## config.mk

```make
export PLATFORM = sky130hd
export DESIGN_NAME = audio_controller
export DESIGN_NICKNAME = d
export VERILOG_FILES = /design/src/logic/audio_regs_pkg.sv /design/src/logic/audio_data_pkg.sv /design/src/logic/audio_register_file.sv /design/src/logic/audio_sample_timer.sv /design/src/logic/audio_channel.sv /design/src/logic/audio_dma_arbiter.sv /design/src/logic/audio_mixer.sv /design/src/logic/audio_controller.sv
export SDC_FILE = /design/constraint.sdc
export NUM_CORES = 1
export LEC_CHECK = 0
export BUFFER_PORTS_ARGS = -buffer_cell sky130_fd_sc_hd__clkbuf_2
export CAP_MARGIN = 20
export CORE_UTILIZATION = 50
export DETAILED_ROUTE_END_ITERATION = 10
export GPL_ROUTABILITY_DRIVEN = 0
export PLACE_DENSITY = 0.76
export REMOVE_ABC_BUFFERS = 1
export SYNTH_ARGS = -nofsm -noshare
export SYNTH_HDL_FRONTEND = slang
export SYNTH_SLANG_ARGS = --single-unit
```

## constraint.sdc

```tcl
create_clock -name i_clock -period 4.1 [get_ports i_clock]
set_clock_uncertainty 0.15 [all_clocks]
set_input_delay 0.615 -clock i_clock [delete_from_list [all_inputs] [get_ports i_clock]]
set_output_delay 0.615 -clock i_clock [all_outputs]
set_load 0.1 [all_outputs]
```

## src/logic/audio_regs_pkg.sv

```systemverilog
// Register map, control and status bit positions and timer limits for the CPU side.
package audio_regs_pkg;

	// CPU register addresses.
	typedef enum logic [3:0] {
		REG_RATE      = 4'd0,
		REG_CONTROL   = 4'd1,
		REG_CH0_ADDR  = 4'd2,
		REG_CH0_COUNT = 4'd3,
		REG_CH1_ADDR  = 4'd4,
		REG_CH1_COUNT = 4'd5,
		REG_STATUS    = 4'd6
	} audio_reg_e;

	// Sample period in clocks.
	localparam int RATE_WIDTH = 16;
	localparam logic [RATE_WIDTH-1:0] RATE_RESET = 16'd256;
	// Shortest period that still lets both FIFOs refill between ticks.
	localparam logic [RATE_WIDTH-1:0] RATE_MIN = 16'd16;

	localparam int CONTROL_ENABLE = 0;

	// Status word bits.
	localparam int STATUS_PRIMED0 = 0;
	localparam int STATUS_PRIMED1 = 1;
	localparam int STATUS_BUSY0   = 2;
	localparam int STATUS_BUSY1   = 3;

endpackage

```

## src/logic/audio_data_pkg.sv

```systemverilog
// Sample and word widths, FIFO depth and channel states for the audio data path.
package audio_data_pkg;

	// Signed PCM sample for one side.
	localparam int SAMPLE_WIDTH = 16;

	// Stereo memory word with the left sample in the low half.
	localparam int WORD_WIDTH = 32;

	// Default channel FIFO depth in words.
	localparam int BUFFER_DEPTH = 4;

	// Channel playback FSM.
	typedef enum logic [1:0] {
		IDLE,
		PRIME,
		PLAY
	} channel_state_e;

endpackage

```

## src/logic/audio_register_file.sv

```systemverilog
// Wishbone classic slave with the rate, enable and channel setup registers and start pulses.
module audio_register_file (
	input  logic        i_clock,
	input  logic        i_arst_n,
	input  logic        i_wb_cyc,
	input  logic        i_wb_stb,
	input  logic        i_wb_we,
	input  logic [3:0]  i_wb_adr,
	input  logic [31:0] i_wb_dat,
	output logic [31:0] o_wb_dat,
	output logic        o_wb_ack,
	input  logic [1:0]  i_primed,
	input  logic [1:0]  i_busy,
	output logic [audio_regs_pkg::RATE_WIDTH-1:0] o_rate,
	output logic        o_enable,
	output logic        o_start0,
	output logic [31:0] o_addr0,
	output logic [31:0] o_count0,
	output logic        o_start1,
	output logic [31:0] o_addr1,
	output logic [31:0] o_count1
);
	logic access;
	logic [31:0] read_data;
	logic [audio_regs_pkg::RATE_WIDTH-1:0] wr_rate;
	audio_regs_pkg::audio_reg_e reg_sel;

	// New access when strobed and not already acknowledged.
	assign access = i_wb_cyc && i_wb_stb && !o_wb_ack;
	assign reg_sel = audio_regs_pkg::audio_reg_e'(i_wb_adr);

	// Short periods are raised to the minimum.
	assign wr_rate = (i_wb_dat[audio_regs_pkg::RATE_WIDTH-1:0] < audio_regs_pkg::RATE_MIN) ?
		audio_regs_pkg::RATE_MIN : i_wb_dat[audio_regs_pkg::RATE_WIDTH-1:0];

	always_comb begin
		read_data = '0;
		case (reg_sel)
			audio_regs_pkg::REG_RATE:      read_data[audio_regs_pkg::RATE_WIDTH-1:0] = o_rate;
			audio_regs_pkg::REG_CONTROL:   read_data[audio_regs_pkg::CONTROL_ENABLE] = o_enable;
			audio_regs_pkg::REG_CH0_ADDR:  read_data = o_addr0;
			audio_regs_pkg::REG_CH0_COUNT: read_data = o_count0;
			audio_regs_pkg::REG_CH1_ADDR:  read_data = o_addr1;
			audio_regs_pkg::REG_CH1_COUNT: read_data = o_count1;
			audio_regs_pkg::REG_STATUS: begin
				read_data[audio_regs_pkg::STATUS_PRIMED0] = i_primed[0];
				read_data[audio_regs_pkg::STATUS_PRIMED1] = i_primed[1];
				read_data[audio_regs_pkg::STATUS_BUSY0]   = i_busy[0];
				read_data[audio_regs_pkg::STATUS_BUSY1]   = i_busy[1];
			end
			default:                       read_data = '0;
		endcase
	end

	always_ff @(posedge i_clock or negedge i_arst_n) begin
		if (!i_arst_n) begin
			o_wb_ack <= 1'b0;
			o_rate   <= audio_regs_pkg::RATE_RESET;
			o_enable <= 1'b0;
			o_start0 <= 1'b0;
			o_start1 <= 1'b0;
			o_addr0  <= '0;
			o_count0 <= '0;
			o_addr1  <= '0;
			o_count1 <= '0;
		end else begin
			o_wb_ack <= access;
			o_start0 <= 1'b0;
			o_start1 <= 1'b0;
			if (access && i_wb_we) begin
				case (reg_sel)
					audio_regs_pkg::REG_RATE:     o_rate <= wr_rate;
					audio_regs_pkg::REG_CONTROL:  o_enable <= i_wb_dat[audio_regs_pkg::CONTROL_ENABLE];
					audio_regs_pkg::REG_CH0_ADDR: o_addr0 <= i_wb_dat;
					audio_regs_pkg::REG_CH0_COUNT: begin
						o_count0 <= i_wb_dat;
						o_start0 <= 1'b1;
					end
					audio_regs_pkg::REG_CH1_ADDR: o_addr1 <= i_wb_dat;
					audio_regs_pkg::REG_CH1_COUNT: begin
						o_count1 <= i_wb_dat;
						o_start1 <= 1'b1;
					end
					default: ;
				endcase
			end
		end
	end

	// Read data is captured with the ack.
	always_ff @(posedge i_clock) begin
		if (access) begin
			o_wb_dat <= read_data;
		end
	end

	ack_follows_strobe: assert property (@(posedge i_clock) disable iff (!i_arst_n)
		o_wb_ack |-> $past(i_wb_cyc && i_wb_stb));

endmodule

```

## src/logic/audio_sample_timer.sv

```systemverilog
// Sample rate timer that pulses a one-cycle tick every programmed period while enabled.
module audio_sample_timer (
	input  logic i_clock,
	input  logic i_arst_n,
	input  logic [audio_regs_pkg::RATE_WIDTH-1:0] i_rate,
	input  logic i_enable,
	output logic o_tick
);
	logic [audio_regs_pkg::RATE_WIDTH-1:0] count;

	always_ff @(posedge i_clock or negedge i_arst_n) begin
		if (!i_arst_n) begin
			count  <= '0;
			o_tick <= 1'b0;
		end else if (!i_enable) begin
			// Preloaded so the first tick lands one full period after enable.
			count  <= i_rate - 1'b1;
			o_tick <= 1'b0;
		end else if (count == '0) begin
			count  <= i_rate - 1'b1;
			o_tick <= 1'b1;
		end else begin
			count  <= count - 1'b1;
			o_tick <= 1'b0;
		end
	end

endmodule

```

## src/logic/audio_channel.sv

```systemverilog
// One DMA playback channel that prefetches stereo words into a FIFO and plays one per tick.
module audio_channel #(
	parameter int BUFFER_DEPTH = audio_data_pkg::BUFFER_DEPTH
) (
	input  logic i_clock,
	input  logic i_arst_n,
	input  logic i_start,
	input  logic [audio_data_pkg::WORD_WIDTH-1:0] i_addr,
	input  logic [audio_data_pkg::WORD_WIDTH-1:0] i_count,
	output logic o_fetch_req,
	output logic [audio_data_pkg::WORD_WIDTH-1:0] o_fetch_adr,
	input  logic i_fetch_ack,
	input  logic [audio_data_pkg::WORD_WIDTH-1:0] i_fetch_dat,
	input  logic i_tick,
	output logic [audio_data_pkg::SAMPLE_WIDTH-1:0] o_sample_left,
	output logic [audio_data_pkg::SAMPLE_WIDTH-1:0] o_sample_right,
	output logic o_primed,
	output logic o_busy
);
	localparam int PTR_WIDTH = $clog2(BUFFER_DEPTH);
	localparam int FILL_WIDTH = $clog2(BUFFER_DEPTH + 1);
	localparam logic [FILL_WIDTH-1:0] FULL = FILL_WIDTH'(BUFFER_DEPTH);

	audio_data_pkg::channel_state_e state;
	logic [audio_data_pkg::WORD_WIDTH-1:0] mem [BUFFER_DEPTH];
	logic [audio_data_pkg::WORD_WIDTH-1:0] next_adr;
	logic [audio_data_pkg::WORD_WIDTH-1:0] remaining;
	logic [PTR_WIDTH-1:0] wr_ptr;
	logic [PTR_WIDTH-1:0] rd_ptr;
	logic [FILL_WIDTH-1:0] fill;
	logic discard;
	logic push;
	logic pop;
	logic raise;
	logic fetched_all;

	// A fetch still in flight at restart belongs to the old program.
	assign push = i_fetch_ack && !discard && !i_start;
	assign pop = i_tick && state == audio_data_pkg::PLAY && fill != '0 && !i_start;
	assign raise = state != audio_data_pkg::IDLE && !o_fetch_req && remaining != '0 &&
		fill != FULL && !i_start;
	assign fetched_all = remaining == '0 && !o_fetch_req;
	assign o_busy = state != audio_data_pkg::IDLE;

	always_ff @(posedge i_clock or negedge i_arst_n) begin
		if (!i_arst_n) begin
			state          <= audio_data_pkg::IDLE;
			o_fetch_req    <= 1'b0;
			discard        <= 1'b0;
			remaining      <= '0;
			next_adr       <= '0;
			wr_ptr         <= '0;
			rd_ptr         <= '0;
			fill           <= '0;
			o_primed       <= 1'b0;
			o_sample_left  <= '0;
			o_sample_right <= '0;
		end else begin
			if (i_fetch_ack) begin
				o_fetch_req <= 1'b0;
			end else if (raise) begin
				o_fetch_req <= 1'b1;
			end
			if (raise) begin
				next_adr  <= next_adr + 32'd4;
				remaining <= remaining - 1'b1;
			end
			if (push) begin
				wr_ptr <= wr_ptr + 1'b1;
			end
			if (pop) begin
				rd_ptr <= rd_ptr + 1'b1;
			end
			if (push && !pop) begin
				fill <= fill + 1'b1;
			end else if (pop && !push) begin
				fill <= fill - 1'b1;
			end
			if (pop) begin
				{o_sample_right, o_sample_left} <= mem[rd_ptr];
			end else if (i_tick) begin
				o_sample_left  <= '0;
				o_sample_right <= '0;
			end

			if (i_start) begin
				// Flush and reload, overriding the updates above.
				discard   <= o_fetch_req && !i_fetch_ack;
				next_adr  <= i_addr;
				remaining <= i_count;
				wr_ptr    <= '0;
				rd_ptr    <= '0;
				fill      <= '0;
				o_primed  <= 1'b0;
				state     <= audio_data_pkg::PRIME;
			end else begin
				if (i_fetch_ack) begin
					discard <= 1'b0;
				end
				case (state)
					audio_data_pkg::PRIME: begin
						if (fill == FULL || fetched_all) begin
							o_primed <= 1'b1;
							state    <= audio_data_pkg::PLAY;
						end
					end
					audio_data_pkg::PLAY: begin
						if (fetched_all && fill == '0) begin
							state <= audio_data_pkg::IDLE;
						end
					end
					default: ;
				endcase
			end
		end
	end

	// Fetch address and FIFO storage.
	always_ff @(posedge i_clock) begin
		if (raise) begin
			o_fetch_adr <= next_adr;
		end
		if (push) begin
			mem[wr_ptr] <= i_fetch_dat;
		end
	end

	no_push_when_full: assert property (@(posedge i_clock) disable iff (!i_arst_n)
		push |-> fill != FULL);

	fetch_held_until_ack: assert property (@(posedge i_clock) disable iff (!i_arst_n)
		o_fetch_req && !i_fetch_ack |=> o_fetch_req && $stable(o_fetch_adr));

endmodule

```

## src/logic/audio_dma_arbiter.sv

```systemverilog
// Round-robin Wishbone classic DMA master serving single-word fetches for two channels.
module audio_dma_arbiter (
	input  logic i_clock,
	input  logic i_arst_n,
	input  logic i_req0,
	input  logic [audio_data_pkg::WORD_WIDTH-1:0] i_adr0,
	output logic o_ack0,
	input  logic i_req1,
	input  logic [audio_data_pkg::WORD_WIDTH-1:0] i_adr1,
	output logic o_ack1,
	output logic [audio_data_pkg::WORD_WIDTH-1:0] o_fetch_dat,
	output logic o_dma_cyc,
	output logic o_dma_stb,
	output logic [audio_data_pkg::WORD_WIDTH-1:0] o_dma_adr,
	input  logic [audio_data_pkg::WORD_WIDTH-1:0] i_dma_dat,
	input  logic i_dma_ack
);
	logic active;
	logic grant;
	logic pick;
	logic launch;

	// Favor the channel not served last when both ask.
	assign pick = (i_req0 && i_req1) ? !grant : i_req1;
	// Never starts in the cycle after ack, which gives the idle gap.
	assign launch = !active && (i_req0 || i_req1);

	assign o_dma_cyc = active;
	assign o_dma_stb = active;
	assign o_ack0 = active && i_dma_ack && !grant;
	assign o_ack1 = active && i_dma_ack && grant;
	assign o_fetch_dat = i_dma_dat;

	always_ff @(posedge i_clock or negedge i_arst_n) begin
		if (!i_arst_n) begin
			active <= 1'b0;
			// Channel 0 wins the first tie.
			grant  <= 1'b1;
		end else if (launch) begin
			active <= 1'b1;
			grant  <= pick;
		end else if (active && i_dma_ack) begin
			active <= 1'b0;
		end
	end

	always_ff @(posedge i_clock) begin
		if (launch) begin
			o_dma_adr <= pick ? i_adr1 : i_adr0;
		end
	end

	one_ack_at_a_time: assert property (@(posedge i_clock) disable iff (!i_arst_n)
		!(o_ack0 && o_ack1));

endmodule

```

## src/logic/audio_mixer.sv

```systemverilog
// Stereo mixer that adds two channels with signed saturation and strobes each result.
module audio_mixer (
	input  logic i_clock,
	input  logic i_arst_n,
	input  logic i_tick,
	input  logic [audio_data_pkg::SAMPLE_WIDTH-1:0] i_left0,
	input  logic [audio_data_pkg::SAMPLE_WIDTH-1:0] i_right0,
	input  logic [audio_data_pkg::SAMPLE_WIDTH-1:0] i_left1,
	input  logic [audio_data_pkg::SAMPLE_WIDTH-1:0] i_right1,
	output logic [audio_data_pkg::SAMPLE_WIDTH-1:0] o_sample_left,
	output logic [audio_data_pkg::SAMPLE_WIDTH-1:0] o_sample_right,
	output logic o_sample_strobe
);
	logic tick_d;

	// Signed add, clipped to the sample range on overflow.
	function automatic logic [audio_data_pkg::SAMPLE_WIDTH-1:0] sat_add(
		input logic [audio_data_pkg::SAMPLE_WIDTH-1:0] a,
		input logic [audio_data_pkg::SAMPLE_WIDTH-1:0] b
	);
		logic [audio_data_pkg::SAMPLE_WIDTH:0] sum;
		sum = {a[audio_data_pkg::SAMPLE_WIDTH-1], a} + {b[audio_data_pkg::SAMPLE_WIDTH-1], b};
		if (sum[audio_data_pkg::SAMPLE_WIDTH] == sum[audio_data_pkg::SAMPLE_WIDTH-1]) begin
			return sum[audio_data_pkg::SAMPLE_WIDTH-1:0];
		end
		return sum[audio_data_pkg::SAMPLE_WIDTH] ? 16'h8000 : 16'h7fff;
	endfunction

	always_ff @(posedge i_clock or negedge i_arst_n) begin
		if (!i_arst_n) begin
			tick_d          <= 1'b0;
			o_sample_strobe <= 1'b0;
			o_sample_left   <= '0;
			o_sample_right  <= '0;
		end else begin
			tick_d          <= i_tick;
			o_sample_strobe <= tick_d;
			// Channel samples settle one cycle after the tick.
			if (tick_d) begin
				o_sample_left  <= sat_add(i_left0, i_left1);
				o_sample_right <= sat_add(i_right0, i_right1);
			end
		end
	end

endmodule

```

## src/logic/audio_controller.sv

```systemverilog
// Top level of the two-channel audio playback controller with CPU and DMA Wishbone ports.
module audio_controller (
	input  logic        i_clock,
	input  logic        i_arst_n,
	input  logic        i_wb_cyc,
	input  logic        i_wb_stb,
	input  logic        i_wb_we,
	input  logic [3:0]  i_wb_adr,
	input  logic [31:0] i_wb_dat,
	output logic [31:0] o_wb_dat,
	output logic        o_wb_ack,
	output logic        o_dma_cyc,
	output logic        o_dma_stb,
	output logic [audio_data_pkg::WORD_WIDTH-1:0] o_dma_adr,
	input  logic [audio_data_pkg::WORD_WIDTH-1:0] i_dma_dat,
	input  logic        i_dma_ack,
	output logic [audio_data_pkg::SAMPLE_WIDTH-1:0] o_sample_left,
	output logic [audio_data_pkg::SAMPLE_WIDTH-1:0] o_sample_right,
	output logic        o_sample_strobe
);
	logic [audio_regs_pkg::RATE_WIDTH-1:0] rate;
	logic enable;
	logic tick;
	logic [audio_data_pkg::WORD_WIDTH-1:0] fetch_dat;
	logic start [2];
	logic [audio_data_pkg::WORD_WIDTH-1:0] addr [2];
	logic [audio_data_pkg::WORD_WIDTH-1:0] count [2];
	logic req [2];
	logic ack [2];
	logic [audio_data_pkg::WORD_WIDTH-1:0] fetch_adr [2];
	logic [audio_data_pkg::SAMPLE_WIDTH-1:0] left [2];
	logic [audio_data_pkg::SAMPLE_WIDTH-1:0] right [2];
	logic [1:0] primed;
	logic [1:0] busy;

	audio_register_file regs_i (
		.i_clock(i_clock), .i_arst_n(i_arst_n),
		.i_wb_cyc(i_wb_cyc), .i_wb_stb(i_wb_stb), .i_wb_we(i_wb_we),
		.i_wb_adr(i_wb_adr), .i_wb_dat(i_wb_dat), .o_wb_dat(o_wb_dat), .o_wb_ack(o_wb_ack),
		.i_primed(primed), .i_busy(busy), .o_rate(rate), .o_enable(enable),
		.o_start0(start[0]), .o_addr0(addr[0]), .o_count0(count[0]),
		.o_start1(start[1]), .o_addr1(addr[1]), .o_count1(count[1])
	);

	audio_sample_timer timer_i (
		.i_clock(i_clock), .i_arst_n(i_arst_n),
		.i_rate(rate), .i_enable(enable), .o_tick(tick)
	);

	for (genvar ch = 0; ch < 2; ch++) begin : g_channel
		audio_channel #(
			.BUFFER_DEPTH(audio_data_pkg::BUFFER_DEPTH)
		) channel_i (
			.i_clock(i_clock), .i_arst_n(i_arst_n),
			.i_start(start[ch]), .i_addr(addr[ch]), .i_count(count[ch]),
			.o_fetch_req(req[ch]), .o_fetch_adr(fetch_adr[ch]),
			.i_fetch_ack(ack[ch]), .i_fetch_dat(fetch_dat), .i_tick(tick),
			.o_sample_left(left[ch]), .o_sample_right(right[ch]),
			.o_primed(primed[ch]), .o_busy(busy[ch])
		);
	end

	audio_dma_arbiter arbiter_i (
		.i_clock(i_clock), .i_arst_n(i_arst_n),
		.i_req0(req[0]), .i_adr0(fetch_adr[0]), .o_ack0(ack[0]),
		.i_req1(req[1]), .i_adr1(fetch_adr[1]), .o_ack1(ack[1]),
		.o_fetch_dat(fetch_dat),
		.o_dma_cyc(o_dma_cyc), .o_dma_stb(o_dma_stb), .o_dma_adr(o_dma_adr),
		.i_dma_dat(i_dma_dat), .i_dma_ack(i_dma_ack)
	);

	audio_mixer mixer_i (
		.i_clock(i_clock), .i_arst_n(i_arst_n), .i_tick(tick),
		.i_left0(left[0]), .i_right0(right[0]), .i_left1(left[1]), .i_right1(right[1]),
		.o_sample_left(o_sample_left), .o_sample_right(o_sample_right),
		.o_sample_strobe(o_sample_strobe)
	);

endmodule

```

Yosys cells after proc, flatten, opt, wreduce, memory -nomap -nowiden --
Memory sizes are Yosys's and may differ from the RTL's. Index checks and enable logic that the tools add are counted.
Word-level totals: bits of input ports 74, bits in registers 545, memories kept 2, output and inout bits 100, bits in writable memories 256
Operators by class: mux-type cells 80, reductions and logical operators 97, equal/unequal tests 20, $add $sub $neg 16, $lt $le $gt $ge 1
Memories:
- g_channel[0].channel_i.mem | depth 4, width 32, rd ports 1, clocked after memory_dff 0, write ports 1, RTL line audio_channel.sv:25 | logic [audio_data_pkg::WORD_WIDTH-1:0] mem [BUFFER_DEPTH];
- g_channel[1].channel_i.mem | depth 4, width 32, rd ports 1, clocked after memory_dff 0, write ports 1, RTL line audio_channel.sv:25
Operators with widths (count):
- 2-to-1 mux 32 bit | 9
- 2-to-1 mux 16 bit | 14
- adder 32 x 3 -> 32 bit, second input constant | 2
- logical NOT 32 bit | 2
- case mux 16 bit (4 select lines) | 1
- nonzero test 32 bit | 2
- subtractor 32 x 1 -> 32 bit, second input constant | 2
- case mux 12 bit (5 select lines) | 1
- nonzero test 2 bit | 19
- logical AND 1 bit | 36
- adder 16 x 16 -> 17 bit | 2
- subtractor 16 x 1 -> 16 bit, second input constant | 2
- 2-to-1 mux 1 bit | 31
- 2-to-1 mux 2 bit | 14
- 2-to-1 mux 3 bit | 6
- case mux 3 bit (6 select lines) | 1
- nonzero test 3 bit | 6
- logical NOT 16 bit | 1
- less-than comparator 16 x 5 -> 1 bit, second input constant | 1
- AND reduction 2 bit | 8
- logical NOT 1 bit | 15
- equality test 4 x 3 -> 1 bit, second input constant | 3
- inequality test 3 bit, second input constant | 4
- adder 2 x 1 -> 2 bit, second input constant | 4
- 15 further kinds | 28

Longest topological paths before layout --
depth after elaboration 9, depth in mapped cells 11, depth with buffers taken out 10

Modules after synthesis --
Synthesis repeated with hierarchy kept, for this count alone.
Unflattened totals: cell total of the unflattened synthesis 2643, area, all modules 36129.7 sq um
By module, submodules not included:
- audio_channel (g_channel[0].channel_i) | times used 1, seq. area each 7507.2 sq um, area each 11481.0 sq um, cells an instance 815
- audio_channel (g_channel[1].channel_i) | times used 1, seq. area each 7507.2 sq um, area each 11335.9 sq um, cells an instance 805
- audio_register_file | times used 1, seq. area each 4665.7 sq um, area each 7577.3 sq um, cells an instance 502
- audio_mixer | times used 1, seq. area each 850.8 sq um, area each 2840.2 sq um, cells an instance 283
- audio_dma_arbiter | times used 1, seq. area each 1012.2 sq um, area each 1732.9 sq um, cells an instance 112
- audio_sample_timer | times used 1, seq. area each 425.4 sq um, area each 1162.4 sq um, cells an instance 126

Least setup slack after synthesis --
Ideal clock, no wire load.
kind reg2reg, start point register regs_i.o_wb_ack, end point register regs_i.o_count0[10], buffers on the path 2, library setup time 0.125 ns, path slack 0.152 ns, arrival time 3.674 ns, cell stages (with the launch flop) 6, cells stage by stage dfrtp_1 > nor2_1 > and3_1 > clkbuf_1 > clkbuf_1 > mux2_2
On the way: longest elaborated chain between the ends 4
RTL lines:
- start, declared | RTL line audio_register_file.sv:11 | output logic o_wb_ack,
- start signal, assigned | RTL line audio_register_file.sv:67 | o_wb_ack <= access;
- logical NOT 1 bit | RTL line audio_register_file.sv:29 | assign access = i_wb_cyc && i_wb_stb && !o_wb_ack;
- logical AND 1 bit | RTL line audio_register_file.sv:29
- named net regs_i.access | RTL line audio_register_file.sv:23 | logic access;
- logical AND 1 bit | RTL line audio_register_file.sv:70 | if (access && i_wb_we) begin
- AND reduction 2 bit (no source line)
- end signal, assigned | RTL line audio_register_file.sv:76 | o_count0 <= i_wb_dat;
- end, declared | RTL line audio_register_file.sv:18 | output logic [31:0] o_count0,
The timed path passes the listed nets, and every way through them passes these cells. A chain may end at the register's enable or synchronous reset.

Final worst setup path --
start point register g_channel[1].channel_i.o_sample_right[0] in the netlist's numbering, end point register mixer_i.o_sample_right[3] in the netlist's numbering
On the way: longest elaborated chain between the ends 5, elaborated cells between the ends (all ways) 7
RTL lines:
- start, declared | RTL line audio_channel.sv:16 | output logic [audio_data_pkg::SAMPLE_WIDTH-1:0] o_sample_right,
- start signal, assigned | RTL line audio_channel.sv:80 | {o_sample_right, o_sample_left} <= mem[rd_ptr];
- adder 16 x 16 -> 17 bit * | RTL line audio_mixer.sv:22 | sum = {a[audio_data_pkg::SAMPLE_WIDTH-1], a} + {b[audio_data_pkg::SAMPLE_WIDTH-1], b};
- equality test 1 bit | RTL line audio_mixer.sv:23 | if (sum[audio_data_pkg::SAMPLE_WIDTH] == sum[audio_data_pkg::SAMPLE_WIDTH-1]) begin
- 2-to-1 mux 1 bit | RTL line audio_mixer.sv:23
- 2-to-1 mux 1 bit | RTL line audio_mixer.sv:39 | if (tick_d) begin
- 2-to-1 mux 16 bit * | RTL line audio_mixer.sv:26 | return sum[audio_data_pkg::SAMPLE_WIDTH] ? 16'h8000 : 16'h7fff;
- end signal, assigned | RTL line audio_mixer.sv:41 | o_sample_right <= sat_add(i_right0, i_right1);
- end, declared | RTL line audio_mixer.sv:11 | output logic [audio_data_pkg::SAMPLE_WIDTH-1:0] o_sample_right,
Mark *: on every way between the ends. The rest lies on a longest branch, timed or not. The select of a mux whose other input is x is not followed.

==> metrics.txt <==
status=finished, final reports clean; Yosys top cell area share=33.2%; htree depth=3; first-pass GRT wire length=133000 µm; Reg2Reg Setup Slack=670 ps; DRT Pass-1 Iters=5; Critical Path Sink Type=flop; row cnt=96; mux share of post-synthesis cell area=9.76%; CTS resizes=0; R2R Path Start=g_channel[1].channel_i.o_sample_right[0]; ys async rst share=52.1%; GRT met2 Usage=40.7%; hold bufs inserted after CTS=1; worst path cell trace=ha_1, inv_1, fa_1, nor2b_1, o31a_1, o31a_1, nand3_1, a21oi_1, a21boi_1, a21oi_1; CP max FO=12; Worst Setup Start Kind=flop; CTS tree=built; TritonCTS buffer count=80; gr busiest metal=met2; pin count of the biggest net entering global routing=116; IO Count=174; initial antenna violation count=6; global route overflow=0; EDFF count, synth=384; main combinational cell family by area after synthesis=multiplexers; Worst path slowest cell=a21oi_1; vias=22800; Hold Fails Final Rpt=0; XOR/XNOR Fraction of Synth Area=4.46%; final setup violation count=0; commonest cells in the netlist=dfrtp_1, edfxtp_1, nand2_1; WS Path Type=flop to flop; clock sink count=801; Max Slew Vio Count=0; sequential cell area fraction in the yosys report=63.2%; clock root buffer=clkbuf_16; Min-Delay Path Depth=2; # fillers=5337; initial core utilization=50.6%; chip width=266 µm; min Tclk post-route=3430 ps; grt met3 use=4.67%; yosys warns=0; fmax=292 MHz; cell count after synthesis=2659; Post-DP HPWL=54500 µm; max_slew headroom=24.0%; Adder-Cell Fraction of Synth Area=2.00%; Design Area, Final=39500 µm²; Die Ht=266 µm; Routed Antenna Nets=0; core area=68700 µm²; Hold Path Class=primary input to flop; Yosys reg bits=801; worst setup margin=670 ps; post-synthesis instance area=34700 µm²; Syn-to-layout area delta=13.7%; M1 GR Usage=31.1%; share of layout cells above drive strength 1=21.7%; area leader, netlist=edfxtp_1; Post-Place Cells=3687; Total Wirelength=85700 µm; CP delay by family, top=compound AO/OA/AOI/OAI gates; simple-gate share of the synthesized area=9.32%; vias in the first global route=23400; Worst IR Drop VDD=0.453 mV; synth top area cells=edfxtp_1, dfrtp_1, mux2_2, mux4_2, nand2_1; Leak=15.9 nW; Slew @ Worst Pin=1140 ps; CP arrival=3830 ps; pwr dens=573 nW/µm²; Avg Inst Size Synth=13.1 µm²; Buf/Inv on CP=1; Post-synth top flop=dfrtp_1; # DRC=0; data required time of the worst path=4500 ps; DIE AREA=70500 µm²; post-route clock period utilization=83.7%; # nets final=2970; Port Buf Inserts=173; max incr delay on CP=790 ps; min-delay src=i_dma_ack; Netlist cell types=79; DR WL/cell=22.3 µm; reg-to-reg endpoint=mixer_i.o_sample_right[3]; Initial DRC Count=2140; Max Cap Violations=0; Clk Latency, worst-skew pair=650 ps; unrepaired setup endpoints after global routing=no; worst-case clock buffer depth=3; Place WS=567 ps; vias per inst=5.93; Compound-Gate Fraction of Synth Area=7.91%; R2R depth=10; Hold Path End=g_channel[1].channel_i.discard; DP Area=36800 µm²; Cell Count, Final, Fillers Out=3846; Reg clk slew, reported paths=70 ps; Post-CTS Setup Bufs=0; GRT Resource Usage Total=24.4%; top-count cell post-synth=dfrtp_1
cells by family (layout without fill, tap and decap cells):
| kind of cell | after synthesis | after routing |
|---|---|---|
| XOR/XNOR | 177 | 177 |
| flip-flops | 801 | 801 |
| buffers and inverters | 304 | 555 |
| other | 0 | 5 |
| multiplexers | 238 | 238 |
| adder cells (fa/ha/maj) | 53 | 53 |
| AND/OR/NAND/NOR | 656 | 656 |
| AO/OA/AOI/OAI | 430 | 430 |
worst register-to-register path, cell delays in order (launching register included):
cell,delay [ps]
dfrtp_1,370
ha_1,230
inv_1,90
fa_1,400
nor2b_1,180
o31a_1,200
o31a_1,240
nand3_1,140
a21oi_1,790
a21boi_1,310
a21oi_1,230
worst max-delay path by stage:
| stage | end | startpoint | cells past startpoint |
|---|---|---|---|
| floorplan | regs_i.o_addr1[0] | i_wb_adr[3] | 4 |
| global placement | mixer_i.o_sample_right[8] | g_channel[0].channel_i.o_sample_right[1] | 8 |
| detailed placement | mixer_i.o_sample_right[3] | g_channel[0].channel_i.o_sample_right[1] | 8 |
| CTS | mixer_i.o_sample_right[3] | g_channel[0].channel_i.o_sample_right[2] | 8 |
| global route | mixer_i.o_sample_right[5] | g_channel[1].channel_i.o_sample_right[0] | 10 |
| finish | mixer_i.o_sample_right[3] | g_channel[1].channel_i.o_sample_right[0] | 10 |
report_power, final:
group	leakage (nW)	internal [mW]	switching [mW]
Combinational	5.57	1.43	3.39
Clock	1.26	3.98	3.21
Sequential	9.11	9.76	0.835
Total	15.9	15.2	7.44
placed cells by master (no fill, tap or decap), types with 64 or more instances in the layout:
cell       count
clkbuf_16     80
clkbuf_2     172
dfrtp_1      410
edfxtp_1     384
inv_1        182
mux2_2       165
mux4_2        64
nand2_1      255
nor2_1       116
o21ai_0      131
o22ai_1       74
xnor2_1      104
xor2_1        73
metal layers:
layer,wire (µm),up-vias
li1,-,10000
met1,33600,11500
met2,42000,970
met3,6490,234
met4,3640,8
met5,57,-
registers in the layout, indices dropped and copies added (netlist names), 4 cells and up:
name                                count
g_channel.channel_i.o_sample_left      32
mixer_i.o_sample_right                 16
g_channel.channel_i.rd_ptr              4
regs_i.o_wb_dat                        32
g_channel.channel_i.state               4
timer_i.count                          16
g_channel.channel_i.o_sample_right     32
arbiter_i.o_dma_adr                    32
regs_i.o_addr0                         32
g_channel.channel_i.remaining          64
regs_i.o_addr1                         32
g_channel.channel_i.mem               256
g_channel.channel_i.o_fetch_adr        64
regs_i.o_count0                        32
g_channel.channel_i.fill                6
regs_i.o_count1                        32
regs_i.o_rate                          16
g_channel.channel_i.next_adr           64
mixer_i.o_sample_left                  16
g_channel.channel_i.wr_ptr              4
cell type report:
cell class | instances | area (µm²) | area share [%]
antenna | 5 | 12.5 | 0.0317
clock buffer | 111 | 2210 | 5.59
clock inverter | 38 | 402 | 1.02
inverter | 182 | 683 | 1.73
multi-input combinational | 1554 | 11700 | 29.6
sequential | 801 | 22000 | 55.7
tap | 931 | 1160 | 2.95
timing repair buffer | 224 | 1350 | 3.41
through the flow:
| step | power [mW] | hold slack [ps] | setup TNS, ps | utilization, % |
|---|---|---|---|---|
| after floorplan | 14.1 | 169 | -10100 | - |
| after global placement | 15.2 | 278 | 0 | 53.5 |
| after detailed placement | 15.5 | 290 | 0 | 53.5 |
| after CTS | 22.6 | 30.2 | 0 | 57.3 |
| after global routing | 23.4 | 38.5 | 0 | 57.5 |
| final | 22.6 | 59.1 | 0 | 57.5 |
Note: power is estimated with default switching activity, not from simulation.
